--- config.mk ---
export PLATFORM = sky130hd
export DESIGN_NAME = mips_core
export DESIGN_NICKNAME = d
export VERILOG_FILES = /design/src/hw/mips_pkg.sv /design/src/hw/decoder.sv /design/src/hw/reg_file.sv /design/src/hw/exec_unit.sv /design/src/hw/data_mem.sv /design/src/hw/pc_unit.sv /design/src/hw/mips_core.sv
export SDC_FILE = /design/constraint.sdc
export NUM_CORES = 2
export LEC_CHECK = 0
export ABC_CLOCK_PERIOD_IN_PS = 13500
export BUFFER_PORTS_ARGS = -buffer_cell sky130_fd_sc_hd__buf_2
export CORE_ASPECT_RATIO = 0.75
export CORE_MARGIN = 2
export CORE_UTILIZATION = 30
export CTS_CLUSTER_DIAMETER = 30
export DETAILED_ROUTE_END_ITERATION = 10
export PLACE_DENSITY = 0.47
export SLEW_MARGIN = 20
export SYNTH_ARGS = -nofsm -noshare
export SYNTH_HDL_FRONTEND = slang
export SYNTH_SLANG_ARGS = --single-unit
--- constraint.sdc ---
create_clock -name clk_i -period 13.5 [get_ports clk_i]
set_input_delay 1.35 -clock clk_i [delete_from_list [all_inputs] [get_ports clk_i]]
set_output_delay 1.35 -clock clk_i [all_outputs]
set_load 0.005 [all_outputs]
--- src/hw/mips_pkg.sv ---
// shared types, opcode and control encodings for the single cycle MIPS core and its testbench
`default_nettype none

package mips_pkg;

	// ----------------------------------------
	// basic words
	// ----------------------------------------
	typedef logic [31:0] word_t;     // data or byte address
	typedef logic [4:0]  reg_addr_t; // register index

	localparam int DMEM_WORDS = 64; // data memory depth in words

	// ----------------------------------------
	// instruction encodings
	// ----------------------------------------
	typedef enum logic [5:0] {
		OP_RTYPE = 6'b000000,
		OP_BGEZ  = 6'b000001, // rs against zero
		OP_J     = 6'b000010,
		OP_BEQ   = 6'b000100,
		OP_BNE   = 6'b000101,
		OP_BGT   = 6'b000111, // signed rs > rt
		OP_ADDI  = 6'b001000,
		OP_SLTI  = 6'b001010,
		OP_ORI   = 6'b001101, // zero extended imm
		OP_LUI   = 6'b001111,
		OP_LW    = 6'b100011,
		OP_SW    = 6'b101011
	} opcode_e;

	typedef enum logic [5:0] {
		FN_ADD = 6'b100000,
		FN_SUB = 6'b100010,
		FN_AND = 6'b100100,
		FN_OR  = 6'b100101,
		FN_SLT = 6'b101010
	} funct_e;

	// decoder to execute unit
	typedef enum logic [2:0] {
		ALUOP_SUB   = 3'b001,
		ALUOP_RTYPE = 3'b010, // look at funct
		ALUOP_SLT   = 3'b011,
		ALUOP_LUI   = 3'b100,
		ALUOP_SGE   = 3'b101,
		ALUOP_ADD   = 3'b110,
		ALUOP_OR    = 3'b111
	} alu_op_e;

	typedef enum logic [1:0] {
		BR_EQ  = 2'b00,
		BR_GT  = 2'b01,
		BR_GEZ = 2'b10,
		BR_NE  = 2'b11
	} branch_type_e;

	typedef enum logic [1:0] {
		WB_ALU = 2'b00,
		WB_MEM = 2'b01 // codes 10 and 11 unused
	} mem_to_reg_e;

	// ----------------------------------------
	// control and write-back bundles
	// ----------------------------------------
	typedef struct packed {
		logic         reg_dst;     // rd instead of rt
		logic         alu_src;     // imm as operand b
		logic         reg_write;
		logic         branch;
		branch_type_e branch_type;
		logic         jump;
		logic         mem_read;
		logic         mem_write;
		mem_to_reg_e  mem_to_reg;
		logic         read_rt;     // 0 forces operand b to zero
		logic         imm_zext;
		alu_op_e      alu_op;
		logic         illegal;     // unknown opcode
	} ctrl_t;

	typedef struct packed {
		logic      en;
		reg_addr_t addr;
		word_t     data;
	} wb_t;

endpackage

`default_nettype wire

--- src/hw/decoder.sv ---
// main control decoder that turns the opcode field into the control bundle for one instruction
`default_nettype none
`timescale 1ns/100ps

module decoder import mips_pkg::*; (
	input  opcode_e opcode_i,
	input  logic    rst_i,
	output ctrl_t   ctrl_o
);

	always_comb begin
		// defaults are a no-op
		ctrl_o.reg_dst     = 1'b0;
		ctrl_o.alu_src     = 1'b0;
		ctrl_o.reg_write   = 1'b0;
		ctrl_o.branch      = 1'b0;
		ctrl_o.branch_type = BR_EQ;
		ctrl_o.jump        = 1'b0;
		ctrl_o.mem_read    = 1'b0;
		ctrl_o.mem_write   = 1'b0;
		ctrl_o.mem_to_reg  = WB_ALU;
		ctrl_o.read_rt     = 1'b1;
		ctrl_o.imm_zext    = 1'b0;
		ctrl_o.alu_op      = ALUOP_ADD;
		ctrl_o.illegal     = 1'b0;

		// ----------------------------------------
		// per opcode overrides
		// ----------------------------------------
		case (opcode_i)
			OP_RTYPE: begin
				ctrl_o.reg_dst   = 1'b1; // write rd
				ctrl_o.reg_write = 1'b1;
				ctrl_o.alu_op    = ALUOP_RTYPE;
			end
			OP_ADDI, OP_SLTI, OP_LUI, OP_ORI: begin
				ctrl_o.alu_src   = 1'b1;
				ctrl_o.reg_write = 1'b1;
				case (opcode_i)
					OP_SLTI: ctrl_o.alu_op = ALUOP_SLT;
					OP_LUI:  ctrl_o.alu_op = ALUOP_LUI;
					OP_ORI:  ctrl_o.alu_op = ALUOP_OR;
					default: ctrl_o.alu_op = ALUOP_ADD; // addi
				endcase
				ctrl_o.imm_zext = (opcode_i == OP_ORI); // only ori zero extends
			end
			OP_LW: begin
				ctrl_o.alu_src    = 1'b1;
				ctrl_o.reg_write  = 1'b1;
				ctrl_o.mem_read   = 1'b1;
				ctrl_o.mem_to_reg = WB_MEM;
			end
			OP_SW: begin
				ctrl_o.alu_src   = 1'b1;
				ctrl_o.mem_write = 1'b1; // address is rs + imm
			end
			OP_BEQ, OP_BNE, OP_BGT: begin
				ctrl_o.branch = 1'b1;
				ctrl_o.alu_op = ALUOP_SUB;
				case (opcode_i)
					OP_BNE:  ctrl_o.branch_type = BR_NE;
					OP_BGT:  ctrl_o.branch_type = BR_GT;
					default: ctrl_o.branch_type = BR_EQ;
				endcase
			end
			OP_BGEZ: begin
				ctrl_o.branch      = 1'b1;
				ctrl_o.branch_type = BR_GEZ;
				ctrl_o.read_rt     = 1'b0; // compare rs with zero
				ctrl_o.alu_op      = ALUOP_SGE;
			end
			OP_J: begin
				ctrl_o.jump   = 1'b1;
				ctrl_o.alu_op = ALUOP_RTYPE; // alu result unused
			end
			default: ctrl_o.illegal = 1'b1; // behaves as a no-op
		endcase

		// nothing commits while in reset
		if (rst_i) begin
			ctrl_o.reg_write = 1'b0;
			ctrl_o.mem_write = 1'b0;
			ctrl_o.mem_read  = 1'b0;
			ctrl_o.branch    = 1'b0;
			ctrl_o.jump      = 1'b0;
			ctrl_o.illegal   = 1'b0;
		end
	end

endmodule

`default_nettype wire

--- src/hw/reg_file.sv ---
// 32 entry register file with two combinational reads and one write per clock for the core
`default_nettype none
`timescale 1ns/100ps

module reg_file import mips_pkg::*; (
	input  logic      clk_i,
	input  logic      rst_i,
	input  reg_addr_t rs_i,
	input  reg_addr_t rt_i,
	input  logic      read_rt_i, // low for bgez
	input  wb_t       wb_i,
	output word_t     rs_val_o,
	output word_t     rt_val_o
);

	word_t regs [32];

	// ----------------------------------------
	// write port
	// ----------------------------------------
	always_ff @(posedge clk_i) begin
		if (rst_i) begin
			for (int i = 0; i < 32; i++) begin
				regs[i] <= '0;
			end
		end else if (wb_i.en && (wb_i.addr != '0)) begin // $0 stays zero
			regs[wb_i.addr] <= wb_i.data;
		end
	end

	// ----------------------------------------
	// read ports, no bypass
	// ----------------------------------------
	always_comb begin
		rs_val_o = regs[rs_i];
		if (rs_i == '0) begin
			rs_val_o = '0;
		end

		rt_val_o = regs[rt_i];
		if (!read_rt_i || (rt_i == '0)) begin
			rt_val_o = '0; // operand b is zero
		end
	end

endmodule

`default_nettype wire

--- src/hw/exec_unit.sv ---
// execute stage of the core with ALU control, immediate extension, ALU, branch decision and write-back
`default_nettype none
`timescale 1ns/100ps

module exec_unit import mips_pkg::*; (
	input  ctrl_t ctrl_i,
	input  word_t instr_i,
	input  word_t pc_i,
	input  word_t rs_val_i,
	input  word_t rt_val_i,
	input  word_t mem_rdata_i,
	output word_t mem_addr_o,
	output word_t mem_wdata_o,
	output logic  br_taken_o,
	output word_t br_target_o,
	output word_t jmp_target_o,
	output wb_t   wb_o
);

	typedef enum logic [2:0] {
		ALU_NONE, ALU_ADD, ALU_SUB, ALU_AND, ALU_OR, ALU_SLT, ALU_LUI, ALU_SGE
	} alu_fn_e;

	funct_e      funct;
	reg_addr_t   rt_idx;
	reg_addr_t   rd_idx;
	logic [15:0] imm;
	word_t       imm_sext;
	word_t       imm_ext;
	word_t       op_b;
	word_t       pc_plus4;
	alu_fn_e     alu_fn;
	logic        funct_bad;
	word_t       alu_res;
	logic        alu_zero;
	logic        lt_signed;
	logic        cond;

	// instruction fields
	assign funct  = funct_e'(instr_i[5:0]);
	assign rt_idx = instr_i[20:16];
	assign rd_idx = instr_i[15:11];
	assign imm    = instr_i[15:0];

	assign imm_sext = {{16{imm[15]}}, imm};
	assign imm_ext  = ctrl_i.imm_zext ? {16'b0, imm} : imm_sext; // ori
	assign op_b     = ctrl_i.alu_src ? imm_ext : rt_val_i;

	// ----------------------------------------
	// alu control
	// ----------------------------------------
	always_comb begin
		funct_bad = 1'b0;
		case (ctrl_i.alu_op)
			ALUOP_RTYPE: begin
				case (funct)
					FN_ADD:  alu_fn = ALU_ADD;
					FN_SUB:  alu_fn = ALU_SUB;
					FN_AND:  alu_fn = ALU_AND;
					FN_OR:   alu_fn = ALU_OR;
					FN_SLT:  alu_fn = ALU_SLT;
					default: begin
						alu_fn    = ALU_NONE;
						funct_bad = 1'b1; // sll and friends
					end
				endcase
			end
			ALUOP_ADD: alu_fn = ALU_ADD; // addi, lw, sw
			ALUOP_SUB: alu_fn = ALU_SUB; // beq, bne, bgt
			ALUOP_SLT: alu_fn = ALU_SLT;
			ALUOP_LUI: alu_fn = ALU_LUI;
			ALUOP_SGE: alu_fn = ALU_SGE; // bgez
			ALUOP_OR:  alu_fn = ALU_OR;
			default:   alu_fn = ALU_NONE;
		endcase

		// the instruction source must not issue these
		assert final (!(ctrl_i.reg_write && funct_bad))
			else $error("unknown funct with reg_write");
	end

	// ----------------------------------------
	// alu
	// ----------------------------------------
	assign lt_signed = ($signed(rs_val_i) < $signed(op_b));

	always_comb begin
		case (alu_fn)
			ALU_ADD: alu_res = rs_val_i + op_b;
			ALU_SUB: alu_res = rs_val_i - op_b;
			ALU_AND: alu_res = rs_val_i & op_b;
			ALU_OR:  alu_res = rs_val_i | op_b;
			ALU_SLT: alu_res = {31'b0, lt_signed};
			ALU_LUI: alu_res = {imm_ext[15:0], 16'b0};
			ALU_SGE: alu_res = {31'b0, ~lt_signed}; // op_b is zero here
			default: alu_res = '0;
		endcase
	end

	assign alu_zero = (alu_res == '0);

	// branch condition
	always_comb begin
		case (ctrl_i.branch_type)
			BR_EQ:   cond = alu_zero;
			BR_NE:   cond = ~alu_zero;
			BR_GT:   cond = ~lt_signed & ~alu_zero; // signed rs > rt
			BR_GEZ:  cond = alu_res[0];
			default: cond = 1'b0;
		endcase
	end

	assign br_taken_o = ctrl_i.branch & cond;

	// targets
	assign pc_plus4     = pc_i + 32'd4;
	assign br_target_o  = pc_plus4 + {imm_sext[29:0], 2'b00};
	assign jmp_target_o = {pc_plus4[31:28], instr_i[25:0], 2'b00};

	// memory side
	assign mem_addr_o  = alu_res;
	assign mem_wdata_o = rt_val_i;

	// ----------------------------------------
	// write-back
	// ----------------------------------------
	assign wb_o.en   = ctrl_i.reg_write & ~ctrl_i.illegal & ~funct_bad;
	assign wb_o.addr = ctrl_i.reg_dst ? rd_idx : rt_idx;
	assign wb_o.data = (ctrl_i.mem_to_reg == WB_MEM) ? mem_rdata_i : alu_res;

endmodule

`default_nettype wire

--- src/hw/data_mem.sv ---
// word addressed data memory for lw and sw with combinational read and clocked write
`default_nettype none
`timescale 1ns/100ps

module data_mem import mips_pkg::*; (
	input  logic  clk_i,
	input  logic  mem_read_i,
	input  logic  mem_write_i,
	input  word_t addr_i,
	input  word_t wdata_i,
	output word_t rdata_o
);

	word_t      mem [DMEM_WORDS];
	logic [5:0] idx; // word index

	assign idx = addr_i[7:2];

	always_ff @(posedge clk_i) begin
		if (mem_write_i) begin
			mem[idx] <= wdata_i;
		end
	end

	assign rdata_o = mem_read_i ? mem[idx] : '0; // quiet when idle

	// one access kind per instruction
	assert property (@(posedge clk_i) !(mem_read_i && mem_write_i))
		else $error("data memory read and write together");

	assert property (@(posedge clk_i) (mem_read_i || mem_write_i) |-> (addr_i[1:0] == 2'b00))
		else $error("unaligned data memory access");

endmodule

`default_nettype wire

--- src/hw/pc_unit.sv ---
// program counter of the core that picks the next fetch address each clock
`default_nettype none
`timescale 1ns/100ps

module pc_unit import mips_pkg::*; (
	input  logic  clk_i,
	input  logic  rst_i,
	input  logic  br_taken_i,
	input  logic  jump_i,
	input  word_t br_target_i,
	input  word_t jmp_target_i,
	output word_t pc_o
);

	word_t pc_q;
	word_t pc_next;

	// jump wins over branch, then sequential
	always_comb begin
		if (jump_i) begin
			pc_next = jmp_target_i;
		end else if (br_taken_i) begin
			pc_next = br_target_i;
		end else begin
			pc_next = pc_q + 32'd4;
		end
	end

	always_ff @(posedge clk_i) begin
		if (rst_i) begin
			pc_q <= '0;
		end else begin
			pc_q <= pc_next;
		end
	end

	assign pc_o = pc_q;

	// ----------------------------------------
	// checks
	// ----------------------------------------
	assert property (@(posedge clk_i) disable iff (rst_i) pc_q[1:0] == 2'b00)
		else $error("pc not word aligned");

endmodule

`default_nettype wire

--- src/hw/mips_core.sv ---
// top level of the single cycle MIPS core that fetches one instruction per clock from the testbench
`default_nettype none
`timescale 1ns/100ps

module mips_core import mips_pkg::*; (
	input  logic  clk_i,
	input  logic  rst_i,
	input  word_t instr_i,   // served for pc_o in the same cycle
	output word_t pc_o,
	output wb_t   wb_o,      // register write of this cycle
	output logic  illegal_o
);

	opcode_e   opcode;
	reg_addr_t rs_idx;
	reg_addr_t rt_idx;
	ctrl_t     ctrl;
	word_t     rs_val;
	word_t     rt_val;
	word_t     mem_addr;
	word_t     mem_wdata;
	word_t     mem_rdata;
	logic      br_taken;
	word_t     br_target;
	word_t     jmp_target;
	wb_t       wb;
	word_t     pc;

	// ----------------------------------------
	// field split
	// ----------------------------------------
	assign opcode = opcode_e'(instr_i[31:26]);
	assign rs_idx = instr_i[25:21];
	assign rt_idx = instr_i[20:16];

	decoder decoder_i (
		.opcode_i (opcode),
		.rst_i    (rst_i),
		.ctrl_o   (ctrl)
	);

	reg_file reg_file_i (
		.clk_i     (clk_i),
		.rst_i     (rst_i),
		.rs_i      (rs_idx),
		.rt_i      (rt_idx),
		.read_rt_i (ctrl.read_rt),
		.wb_i      (wb),
		.rs_val_o  (rs_val),
		.rt_val_o  (rt_val)
	);

	exec_unit exec_unit_i (
		.ctrl_i       (ctrl),
		.instr_i      (instr_i),
		.pc_i         (pc),
		.rs_val_i     (rs_val),
		.rt_val_i     (rt_val),
		.mem_rdata_i  (mem_rdata),
		.mem_addr_o   (mem_addr),
		.mem_wdata_o  (mem_wdata),
		.br_taken_o   (br_taken),
		.br_target_o  (br_target),
		.jmp_target_o (jmp_target),
		.wb_o         (wb)
	);

	data_mem data_mem_i (
		.clk_i       (clk_i),
		.mem_read_i  (ctrl.mem_read),
		.mem_write_i (ctrl.mem_write),
		.addr_i      (mem_addr),
		.wdata_i     (mem_wdata),
		.rdata_o     (mem_rdata)
	);

	pc_unit pc_unit_i (
		.clk_i        (clk_i),
		.rst_i        (rst_i),
		.br_taken_i   (br_taken),
		.jump_i       (ctrl.jump),
		.br_target_i  (br_target),
		.jmp_target_i (jmp_target),
		.pc_o         (pc)
	);

	assign pc_o      = pc;
	assign wb_o      = wb;
	assign illegal_o = ctrl.illegal; // already low in reset

endmodule

`default_nettype wire

==> results.yml <==
global_route:
  grt_pass1_vias: 96500
  grt_usage_pct: 25.0
  grt_antenna_before_repair: 73
  grt_max_degree: 98
  grt_pass1_wl_um: 826000
  grt_remaining_overflow: 0
synth:
  postSynthCellCount: 10300
  syn_area_um2: 140000
  ys.flop_type: "edfxtp_1"
  synth_top_area_share_pct: 65.9
  postSynthRegisterBits: 3102
  yosysUniqueCellTypes: 98
  avgSynthCellArea_um2: 13.6
  yosysWarningCount: 0
  synth_top_cells_by_area: "edfxtp_1, mux4_2, nor2_1"
  synth.largest_area_cell: "edfxtp_1"
  yosysSeqAreaShare_pct: 66.4
  synth-edff-count: 3072
  synthArstFlopShare_pct: 0
sta:
  max_slew_margin_pct: 11.5
  finalHoldViolCount: 0
  hold-worst-slack_ps: 662
  period_share_pct: 91.1
  grt_setup_unrepaired: "no"
  finClkSkew_ps: 100
  worst_pin_slew_ps: 1320
  setup_viol: 0
  slew_viol_final: 0
  setup_tns_ps: 0
  clock.fmax_mhz: 81.3
  min_period_ps: 12300
final_layout:
  final_common_cell: "edfxtp_1"
  area_growth_pct: 20.9
  regArea_um2: 92800
  multiInputGateArea_um2: 44900
  fill_cells: 44200
  final_cell_mix: "edfxtp_1, nor2_1, nand2_1, mux4_2, clkbuf_16"
  num-nets-final: 10700
  drive_gt1_share_pct: 20.7
clocking:
  clk_latency_ps: 1080
  post_cts_buffers: 0
  cts-resized-gates: 0
  cts.sinks: 3102
  cts_buffer_depth: 4
  cts_tree: "done"
  cts_root_buffer: "clkbuf_16"
  clk_pin_slew_worst_paths_ps: 40
  cts_max_level: 6
  ctsHoldBuffers: 0
  cts_inserted_buffers: 541
worst_setup_path:
  cp.required_ps: 12150
  r2r_slack_ps: 3950
  startpoint_type: "primary input"
  ff2ff_path_depth: 24
  r2r-end: "reg_file_i.regs[14][21]"
  reg2reg_from: "reg_file_i.regs[15][1]"
  cp_max_fo: 64
  end_kind: "primary output"
  crit_path_end: "wb_o[30]"
  crit_type: "in -> out"
  critPathLaunch: "instr_i[17]"
  cp.arrival_ps: 10950
route:
  drtAntennaViolNets: 0
  via_per_inst: 5.85
  drt-initial-drc-count: 17100
  route.detailed.drc: 0
  post_drt_wl_per_cell_um: 35.1
  drtPass1Iterations: 7
  drt-total-wl_um: 608000
  vias: 101000
power:
  p_leak_nw: 57.9
  vdd_drop_max_mv: 0.149
  power.switching_mw: 11.8
  p_sw_share_pct: 35.4
  p_comb_share_pct: 25.7
  intPower_mw: 21.6
  clockPowerShare_pct: 41.5
  seqPwrFrac_pct: 32.8
  powerDensity_nw_per_um2: 198
floorplan:
  die_h_um: 595
  start_util_pct: 30.1
  pin_count: 105
  core_um2: 465000
  die_w_um: 792
  num_rows: 217
  die_area_um2: 472000
placed_design:
  routabilityCongestion: 0.956
  port_buffers: 102
  dp_hpwl_um: 375000
run_status:
  status: "finished, final reports clean"
min_path:
  hold_class: "in -> reg"
job:
  cap_violations: 0
cells in the mapped netlist, types with 123 or more instances:
cell         n
nand3_1    414
a21oi_1    264
o221ai_1   134
buf_1      140
nand2_1   1300
mux4_2     574
o22ai_1    294
mux2i_1    145
a31oi_1    162
o211ai_1   123
inv_1      170
clkbuf_1   555
ha_1       126
nor2_1    1382
o21ai_0    273
edfxtp_1  3072
worst min-delay path by stage:
stage	from	end	slack [ps]	cells after the start
5_1_grt	instr_i[7]	pc_unit_i.pc_o[9]	640	3
2_1_floorplan	pc_unit_i.pc_o[20]	pc_unit_i.pc_o[20]	600	2
3_3_place_gp	pc_unit_i.pc_o[20]	pc_unit_i.pc_o[20]	630	2
6_report	instr_i[7]	pc_unit_i.pc_o[9]	660	3
3_5_place_dp	pc_unit_i.pc_o[31]	pc_unit_i.pc_o[31]	650	3
4_1_cts	instr_i[7]	pc_unit_i.pc_o[9]	570	3
through the flow:
stage	std cells	power (mW)	utilization [%]	instance area, um^2	worst slack [ps]
6_report	17300	33.5	36.4	169000	1200
5_1_grt	17300	34.1	36.3	169000	1080
4_1_cts	17300	33.2	36.3	169000	1560
3_5_place_dp	16300	19.4	32.4	150000	1590
3_3_place_gp	16300	19.3	32.3	150000	1170
2_1_floorplan	10300	14.9	-	140000	3260
worst max-delay path, stage by stage:
cell	delay [ps]
buf_8	480
buf_4	620
mux4_2	400
mux4_2	490
and2_0	160
o21ai_0	360
inv_2	90
a21boi_0	440
ha_1	410
nor2b_1	190
o31a_1	310
a21oi_1	310
a211oi_2	260
nor2_4	740
buf_4	550
nor2_2	80
buf_4	270
o2bb2ai_1	190
a21oi_1	190
a21oi_1	140
a2111oi_1	720
buf_4	250
nor3b_1	800
o22a_1	270
buf_4	450
inv_1	90
buf_2	140
registers in the layout, indices dropped and copies added, names as in the netlist:
signal / count
data_mem_i.mem: 2048
reg_file_i.regs: 1024
pc_unit_i.pc_o: 30
per-layer routing:
metal / GRT usage (%) / share of wire [%] / vias to the layer above
li1: - / - / 40200
met2: 34.5 / 41 / 7117
met1: 36.6 / 42 / 52900
met5: 0 / 0.061 / -
met4: 8.61 / 3.8 / 12
met3: 8.19 / 13 / 1090
cells by family (layout without fill, tap and decap cells):
kind of cell	Yosys count	count (layout)	share of synthesized area [%]
buffers and inverters	974	1712	2.73
and+or+nand+nor	3514	3514	10.5
xor gates and xnor gates	65	65	0.407
muxes	726	726	10.3
other	1	72	0.00268
DFF	3102	3102	66.4
adders and majority gates	131	131	1.18
AOI/OAI and AO/OA	1738	1738	8.43
power by group through the flow:
stage               clock, mW  combinational (mW)  sequential [mW]
detailed placement          0                8.21             11.2
floorplan                   0                3.78             11.1
finish                   13.9                8.60             11.0
global placement            0                8.17             11.1
global route             14.4                8.72             11.0
CTS                      14.0                8.23             11.0
final cells by class:
type / count / area share [%]
antenna: 38 / 0.0562
clock buffer: 611 / 8.22
clock inverter: 378 / 2.66
inverter: 172 / 0.383
multi-input combinational: 6208 / 26.5
sequential: 3102 / 54.9
tap: 6241 / 4.62
timing repair buffer: 551 / 2.61
Power figures use the tool's default switching activity.
